--- src/include/bp_defines.svh ---
// Width, depth, opcode and register macros for the return prediction front end
`ifndef BP_DEFINES_SVH
`define BP_DEFINES_SVH

// Address width
`define XLEN 32

// Return address stack entries, pointer wraps at this depth
`define RAS_DEPTH 8

// Class table entries, indexed by PC bits just above the word offset
`define CLASS_DEPTH 16

//////////////////////////////////////////////////
// RV32I control transfer encodings
`define OP_JAL    7'b1101111
`define OP_JALR   7'b1100111
`define OP_BRANCH 7'b1100011
`define F3_JALR   3'b000

// Link registers ra and t0, plus x0
`define REG_ZERO 5'd0
`define REG_RA   5'd1
`define REG_T0   5'd5

`endif

--- src/verilog/bpPkg.sv ---
// Instruction class struct, J-type and I-type views, instruction word union
package bpPkg;

  // Predicted or decoded class of one instruction
  // At most one bit is set
  typedef struct packed {
    logic ret;
    logic call;
    logic jump;
    logic branch;
  } instrClassT;

  // jal layout, immediate bits left scrambled as in the ISA
  typedef struct packed {
    logic [19:0] imm;
    logic [4:0]  rd;
    logic [6:0]  opcode;
  } jTypeT;

  // jalr layout
  typedef struct packed {
    logic [11:0] imm;
    logic [4:0]  rs1;
    logic [2:0]  funct3;
    logic [4:0]  rd;
    logic [6:0]  opcode;
  } iTypeT;

  // One 32-bit word, two readings
  typedef union packed {
    jTypeT jView;
    iTypeT iView;
  } instrWordU;

endpackage

--- src/verilog/instrClassDecode.sv ---
// D-stage decoder from instruction word to instruction class
`timescale 1ns/1ps

`include "bp_defines.svh"

module instrClassDecode import bpPkg::*; (
  input  instrWordU  instrD,
  output instrClassT classD
);

  // ra or t0 marks a link register in the calling convention
  function automatic logic isLink(input logic [4:0] r);
    return (r == `REG_RA) || (r == `REG_T0);
  endfunction

  logic jalRdLink;
  logic jalrRdLink;
  logic jalrRs1Link;
  logic jalrRdZero;
  logic isJalr;

  // jal only has rd to look at
  assign jalRdLink = isLink(instrD.jView.rd);

  // jalr fields
  assign jalrRdLink  = isLink(instrD.iView.rd);
  assign jalrRs1Link = isLink(instrD.iView.rs1);
  assign jalrRdZero  = (instrD.iView.rd == `REG_ZERO);

  // funct3 must be zero, other values are reserved
  assign isJalr = (instrD.iView.opcode == `OP_JALR) &&
                  (instrD.iView.funct3 == `F3_JALR);

  //////////////////////////////////////////////////
  // Class selection
  always_comb begin
    classD = '0;
    if (instrD.jView.opcode == `OP_JAL) begin
      // jal with a link rd is a call, otherwise a plain jump
      if (jalRdLink) begin
        classD.call = 1'b1;
      end else begin
        classD.jump = 1'b1;
      end
    end else if (isJalr) begin
      // Return needs link source and no link written
      if (jalrRs1Link && jalrRdZero) begin
        classD.ret = 1'b1;
      end else if (jalrRdLink) begin
        classD.call = 1'b1;
      end else begin
        classD.jump = 1'b1;
      end
    end else if (instrD.iView.opcode == `OP_BRANCH) begin
      classD.branch = 1'b1;
    end
    // Anything else stays all zero
  end

endmodule

--- src/verilog/classPredictor.sv ---
// PC-indexed class table with combinational F read and D-stage training
`timescale 1ns/1ps

`include "bp_defines.svh"

module classPredictor import bpPkg::*; (
  input  logic             clk,
  input  logic             reset,
  // Fetch side lookup
  input  logic [`XLEN-1:0] pcF,
  output instrClassT       predClassF,
  // Training from decode
  input  logic [`XLEN-1:0] pcD,
  input  instrClassT       classD,
  input  logic             update
);

  // Index width follows the table depth
  localparam int IDX_W = $clog2(`CLASS_DEPTH);

  instrClassT classTable [`CLASS_DEPTH];

  logic [IDX_W-1:0] idxF;
  logic [IDX_W-1:0] idxD;

  //////////////////////////////////////////////////
  // Indexing
  // Skip the two byte-offset bits of a word address
  assign idxF = pcF[IDX_W+1:2];
  assign idxD = pcD[IDX_W+1:2];

  // Same-cycle prediction for the fetched PC
  assign predClassF = classTable[idxF];

  //////////////////////////////////////////////////
  // Training
  // Reset makes every entry predict nothing
  always_ff @(posedge clk) begin
    if (reset) begin
      for (int i = 0; i < `CLASS_DEPTH; i++) begin
        classTable[i] <= '0;
      end
    end else if (update) begin
      // Overwrite with the decoded class after a miss
      classTable[idxD] <= classD;
    end
  end

  // A write and a read of the same entry in one cycle
  // give the old value on predClassF until the edge

endmodule

--- src/verilog/predictPipe.sv ---
// F/D and D/E stage registers with valid bits, stall, flush and class miss flag
`timescale 1ns/1ps

`include "bp_defines.svh"

module predictPipe import bpPkg::*; (
  input  logic             clk,
  input  logic             reset,
  input  logic             stall,
  input  logic             flushE,
  // Fetch stage
  input  logic [`XLEN-1:0] pcF,
  input  instrWordU        instrF,
  input  instrClassT       predClassF,
  // Decode stage
  input  instrClassT       classD,
  output logic [`XLEN-1:0] pcD,
  output instrWordU        instrD,
  output instrClassT       predClassD,
  output logic             validD,
  output logic             classMissD,
  // Execute stage
  output logic [`XLEN-1:0] pcE,
  output instrClassT       classE,
  output logic             validE
);

  logic validDQ;
  logic validEQ;

  //////////////////////////////////////////////////
  // Valid bits
  // Flush wins over stall so a redirect is never lost
  always_ff @(posedge clk) begin
    if (reset) begin
      validDQ <= 1'b0;
      validEQ <= 1'b0;
    end else if (flushE) begin
      validDQ <= 1'b0;
      validEQ <= 1'b0;
    end else if (!stall) begin
      // Fetch always presents an instruction
      validDQ <= 1'b1;
      validEQ <= validDQ;
    end
  end

  //////////////////////////////////////////////////
  // Payload
  always_ff @(posedge clk) begin
    if (!stall) begin
      // F to D
      pcD        <= pcF;
      instrD     <= instrF;
      predClassD <= predClassF;
      // D to E, decoded class travels on
      pcE        <= pcD;
      classE     <= classD;
    end
  end

  // A stage under flush is already dead in this cycle
  // so it neither pushes nor repairs at the coming edge
  assign validD = validDQ & ~flushE;
  assign validE = validEQ & ~flushE;

  // Decoded class against the class predicted at fetch
  assign classMissD = validD & (classD != predClassD);

endmodule

--- src/verilog/rasPredictor.sv ---
// Return address stack with F-stage pop, E-stage push and D-stage pointer repair
`timescale 1ns/1ps

`include "bp_defines.svh"

module rasPredictor import bpPkg::*; (
  input  logic             clk,
  input  logic             reset,
  input  logic             stall,
  // Fetch stage prediction
  input  instrClassT       predClassF,
  // Decode stage check
  input  instrClassT       predClassD,
  input  instrClassT       classD,
  input  logic             classMissD,
  // Execute stage call
  input  instrClassT       classE,
  input  logic             validE,
  input  logic [`XLEN-1:0] pcE,
  // Predicted return target
  output logic [`XLEN-1:0] rasTargetF
);

  localparam int PTR_W = $clog2(`RAS_DEPTH);

  logic [`XLEN-1:0] stack [`RAS_DEPTH];
  logic [PTR_W-1:0] ptrQ;
  logic [PTR_W-1:0] ptrP1;
  logic [PTR_W-1:0] ptrNext;
  logic [`XLEN-1:0] linkE;

  logic pop;
  logic push;
  logic repair;
  logic repairUp;
  logic repairDown;

  // Net pointer movement, -2 to +2
  logic signed [2:0] step;

  //////////////////////////////////////////////////
  // Events
  // Predicted return leaves the fetch stage
  assign pop = predClassF.ret & ~stall;

  // Live call in E saves its link address
  assign push = classE.call & validE & ~stall;

  // Miss in D, only a return bit mismatch moves the pointer
  assign repair = classMissD & ~stall;

  // Popped for something that was not a return, undo it
  assign repairUp = repair & predClassD.ret & ~classD.ret;

  // Real return that never popped, pop it now
  assign repairDown = repair & ~predClassD.ret & classD.ret;

  //////////////////////////////////////////////////
  // Pointer arithmetic
  always_comb begin
    step = 3'sd0;
    if (push) begin
      step = step + 3'sd1;
    end
    if (repairUp) begin
      step = step + 3'sd1;
    end
    if (pop) begin
      step = step - 3'sd1;
    end
    if (repairDown) begin
      step = step - 3'sd1;
    end
  end

  // Wraps modulo the depth, overflow lands on the oldest entry
  assign ptrNext = ptrQ + PTR_W'(step);

  // Push is the oldest event in the cycle, so it writes above the current top
  assign ptrP1 = ptrQ + 1'b1;

  assign linkE = pcE + `XLEN'd4;

  always_ff @(posedge clk) begin
    if (reset) begin
      ptrQ <= '0;
    end else begin
      // Stall already folded into every event
      ptrQ <= ptrNext;
    end
  end

  //////////////////////////////////////////////////
  // Stack storage
  always_ff @(posedge clk) begin
    if (reset) begin
      for (int i = 0; i < `RAS_DEPTH; i++) begin
        stack[i] <= '0;
      end
    end else if (push) begin
      stack[ptrP1] <= linkE;
    end
  end

  // Top of stack feeds fetch in the same cycle
  assign rasTargetF = stack[ptrQ];

endmodule

--- src/verilog/returnPredictTop.sv ---
// Top level of the return prediction slice, class table, pipe, decoder and stack
`timescale 1ns/1ps

`include "bp_defines.svh"

module returnPredictTop import bpPkg::*; (
  input  logic             clk,
  input  logic             reset,
  input  logic             stall,
  input  logic             flushE,
  input  logic [`XLEN-1:0] pcF,
  input  instrWordU        instrF,
  output instrClassT       predClassF,
  output logic [`XLEN-1:0] rasTargetF,
  output logic             classMissD
);

  // Decode stage
  logic [`XLEN-1:0] pcD;
  instrWordU        instrD;
  instrClassT       predClassD;
  instrClassT       classD;

  // Execute stage
  logic [`XLEN-1:0] pcE;
  instrClassT       classE;
  logic             validE;

  // Table write enable
  logic             update;

  //////////////////////////////////////////////////
  // Training only on a real miss that moves on
  assign update = classMissD & ~stall;

  classPredictor classPred0 (
    .clk        (clk),
    .reset      (reset),
    .pcF        (pcF),
    .predClassF (predClassF),
    .pcD        (pcD),
    .classD     (classD),
    .update     (update)
  );

  // D valid is already folded into classMissD
  predictPipe pipe0 (
    .clk        (clk),
    .reset      (reset),
    .stall      (stall),
    .flushE     (flushE),
    .pcF        (pcF),
    .instrF     (instrF),
    .predClassF (predClassF),
    .classD     (classD),
    .pcD        (pcD),
    .instrD     (instrD),
    .predClassD (predClassD),
    .validD     (),
    .classMissD (classMissD),
    .pcE        (pcE),
    .classE     (classE),
    .validE     (validE)
  );

  instrClassDecode decode0 (
    .instrD (instrD),
    .classD (classD)
  );

  rasPredictor ras0 (
    .clk        (clk),
    .reset      (reset),
    .stall      (stall),
    .predClassF (predClassF),
    .predClassD (predClassD),
    .classD     (classD),
    .classMissD (classMissD),
    .classE     (classE),
    .validE     (validE),
    .pcE        (pcE),
    .rasTargetF (rasTargetF)
  );

endmodule

--- config.mk ---
export PLATFORM = sky130hd
export DESIGN_NAME = returnPredictTop
export DESIGN_NICKNAME = d
export VERILOG_FILES = /design/src/verilog/bpPkg.sv /design/src/verilog/instrClassDecode.sv /design/src/verilog/classPredictor.sv /design/src/verilog/predictPipe.sv /design/src/verilog/rasPredictor.sv /design/src/verilog/returnPredictTop.sv
export VERILOG_INCLUDE_DIRS = /design/src /design/src/include
export SDC_FILE = /design/constraint.sdc
export NUM_CORES = 1
export LEC_CHECK = 0
export BUFFER_PORTS_ARGS = -buffer_cell sky130_fd_sc_hd__buf_2
export CORE_ASPECT_RATIO = 1.1
export CORE_UTILIZATION = 42
export CTS_BUF_LIST = sky130_fd_sc_hd__clkbuf_8
export CTS_CLUSTER_SIZE = 8
export DETAILED_ROUTE_END_ITERATION = 7
export PLACE_DENSITY_LB_ADDON = 0.3
export SETUP_SLACK_MARGIN = 0.05
export SKIP_LAST_GASP = 1
export SLEW_MARGIN = 5
export SYNTH_ARGS = -nofsm -noshare
export SYNTH_HDL_FRONTEND = slang
export SYNTH_SLANG_ARGS = --single-unit
--- constraint.sdc ---
create_clock -name clk -period 11.41 [get_ports clk]
set_input_delay 1.7115 -clock clk [delete_from_list [all_inputs] [get_ports clk]]
set_output_delay 1.7115 -clock clk [all_outputs]
set_load 0.02 [all_outputs]
==> reports/results.tsv <==
stage	metric	value	unit
clock_tree	total clock sinks	413	
placed_design	gp weighted congestion	0.7705	
sta	# setup viols final	0	
setup_path	worst setup path class	primary input to output pin	
floorplanning	die area	42590	sq um
placed_design	DP HPWL	21.79	mm
sta	relative slew slack	20.99	%
routing	Final ANT Viol Nets	0	
power	switching power	0.0008184	W
setup_path	reg-to-reg setup timing slack	7.02	ns
global_routing	vias in the first global route	10350	
synth	Post-synth ARST share	0	%
synth	Yosys warning count	0	
clock_tree	later-pin clock latency in the skew report	0.65	ns
clock_tree	Post-CTS Hold Buffers	0	
setup_path	worst path required time	9.70	ns
synth	Post-Syn Area	17540	sq um
routing	number of remaining DRC errors	0	
synth	Synth top cells by count	408 x edfxtp_1, 323 x nor2_1, 84 x mux4_2, 43 x clkbuf_1, 37 x nand2_1	
cells_and_area	ant diodes	0	
routing	Iteration-0 DRC Markers	873	
cells_and_area	Syn-to-layout area delta	13.13	%
synth	top cell type's share of synthesized area	69.85	%
sta	fmax	0.1940	GHz
sta	Final Hold Fails	0	
placed_design	placed cells	1737	
power	Comb pwr share	9.5	%
setup_path	worst-path cell chain	buf_2, mux4_2, mux4_2, buf_2	
synth	number of synthesized register bits	413	
routing	Initial DRT Pass Iterations	5	
routing	Vias/cell	5.367	
power	Flop pwr share	53.4	%
sta	max-slew violations	0	
synth	Synth Instances	1133	
floorplanning	die width	196.9	um
synth	top-count cell post-synth	edfxtp_1	
floorplanning	num rows	78	
sta	Tcrit/Tclk final	45.17	%
setup_path	Reg-to-Reg Start	ras0.ptrQ[0]	
synth	Synth area leaders	edfxtp_1 70%, mux4_2 11%, nor2_1 6.9%	
floorplanning	Die Span Y	216.3	um
global_routing	first-pass GRT wire length	59.83	mm
sta	Tmin final	5.154	ns
floorplanning	io pins	105	
job	number of max-cap violations	0	
setup_path	CP startpoint kind	primary input	
power	total power	0.003326	W
synth	Mean Syn Cell Area	15.48	sq um
power	Cell Int Power	0.002507	W
clock_tree	CTS tree	done	
synth	EDFF count, synth	408	
clock_tree	post_cts resized	0	
global_routing	initial antenna violation count	0	
synth	commonest register cell after synthesis	edfxtp_1	
power	VDD IR-drop max	83.54	uV
setup_path	worst-path fanout max	14	
worst_hold_path	Min-Delay Path Class	register to register	
sta	TNS Setup	0	ns
routing	vias	9955	
synth	Synth cell types	47	
setup_path	crit end category	output pin	
routing	Post-Route WL	39.39	mm
synth	Mapped Nets	1208	
clock_tree	CTS clock-pin slew for the worst setup and hold paths	0.06	ns
cells_and_area	layout cells sized above 1	26.80	%
global_routing	remaining global-route overflow	0	
cells_and_area	non-filler instance count after layout	1855	
setup_path	CP peak stage delay	0.60	ns
worst_hold_path	worst hold start	pipe0.pcD[31]	
power	Sw Share	24.61	%
floorplanning	core area	41180	sq um
routing	routed len/inst	21.24	um
setup_path	Critical Path Slowest Stage Cell	mux4_2	
clock_tree	number of H-tree levels	3	
synth	sequential area share after synthesis	70.42	%
clock_tree	clk root buf	clkbuf_8	
synth	Synth area leader	edfxtp_1	
placed_design	I/O Buffers	91	
setup_path	arrival time at the worst endpoint	3.44	ns
global_routing	GRT Overall Usage	19.10	%
sta	Slew @ Worst Pin	1.185	ns
cells_and_area	FILL cells	3597	
setup_path	beginning of the critical path	pcF[2]	
sta	clock skew	0.03089	ns
cells_and_area	post-layout net count	1324	
clock_tree	Num CTS Buffers	70	
power	power per cell area	167.6	nW/um^2
floorplanning	Initial Utilization	42.59	%
clock_tree	setup bufs post-CTS	0	
power	leak pwr	6.943	nW
global_routing	largest net degree at the start of global routing	63	
clock_tree	clock tree buffer depth	3	
outcome	outcome	completed	
sta	RSZ-0062 raised after global routing	false	
power	Clk pwr share	37.2	%
-- through the flow --
stage | area (sq um) | hold slack [ns] | util [%] | worst slack, ns
3_3_place_gp | 18580 | 0.4037 | 45.12 | 6.206
4_1_cts | 19840 | 0.4161 | 48.18 | 6.219
2_1_floorplan | 17540 | 0.4003 | - | 6.002
3_5_place_dp | 18580 | 0.4045 | 45.12 | 6.210
5_1_grt | 19840 | 0.4197 | 48.18 | 6.127
6_report | 19840 | 0.4131 | 48.18 | 6.256
-- power by group through the flow --
| stage | sequential [W] | clock [W] | combinational (W) |
|---|---|---|---|
| after floorplan | 0.00178 | 0 | 0.000230 |
| after CTS | 0.00178 | 0.00126 | 0.000322 |
| after global routing | 0.00178 | 0.00133 | 0.000339 |
| after global placement | 0.00180 | 0 | 0.000317 |
| after detailed placement | 0.00181 | 0 | 0.000320 |
| final | 0.00177 | 0.00124 | 0.000315 |
-- critical path: cells and delay by family --
kind / cells / cell delay (ns)
buffers and inverters: 2 / 0.58
muxes: 2 / 1.15
-- final timing paths --
kind,to,cells past startpoint
setup / recovery,predClassF[1],4
hold / removal,pipe0.pcE[31],0
setup reg to reg,ras0.stack[1][18],6
hold reg to reg,pipe0.pcE[31],0
-- cells by family (layout without fill, tap and decap cells) --
family                     Yosys count  after routing  share of synthesized area (%)
AOI/OAI and AO/OA                   29             29                          1.398
xor gates and xnor gates            33             33                          1.648
adders and majority gates            7              7                         0.5849
buffers and inverters               76            238                          1.797
DFF                                413            413                          70.42
muxes                              119            119                          13.01
and+or+nand+nor                    456            456                          11.14
-- routing by layer --
layer | vias up | track usage (%) | part of all wire (%)
li1 | 4482 | - | -
met5 | - | 0 | 0
met4 | 0 | 6.357 | 2.0
met2 | 392 | 32.19 | 50
met3 | 65 | 4.497 | 7.9
met1 | 5016 | 24.26 | 40
-- placed cells by master, fill, tap and decap left out, types with 3 or more instances in the layout --
cell       count
a31o_2        17
and3_1         5
and3b_1        3
buf_2         91
buf_4         14
bufinv_16      3
clkbuf_8      70
clkinv_1      15
clkinv_2       5
edfxtp_1     408
ha_1           5
inv_1         32
inv_6          5
mux2_2        32
mux2i_1        3
mux4_2        84
nand2_1       33
nand2_2        4
nand2b_2       8
nand3_1       16
nand4_1       13
nor2_1       323
nor2b_1        4
nor3_1        22
nor3b_1        4
nor4_1         5
o21ai_1        3
or3_1          3
xnor2_1       15
xor2_1        18
-- sequential cells by signal, summed over array words and instances (netlist names) --
signal                 count
pipe0.pcD                 32
pipe0.predClassD           4
ras0.ptrQ                  3
pipe0.classE               1
pipe0.validDQ              1
pipe0.pcE                 32
pipe0.validEQ              1
ras0.stack               256
classPred0.classTable     64
pipe0.instrD              19
-- layout make-up --
class | count | area, sq um | share of cell area [%]
timing repair buffer | 105 | 560.5 | 2.825
clock inverter | 48 | 297.8 | 1.501
clock buffer | 70 | 963.4 | 4.855
inverter | 15 | 58.81 | 0.2964
multi-input combinational | 644 | 4903 | 24.71
tap | 560 | 700.7 | 3.531
sequential | 413 | 12360 | 62.28
(Power assumes the default switching activity.)
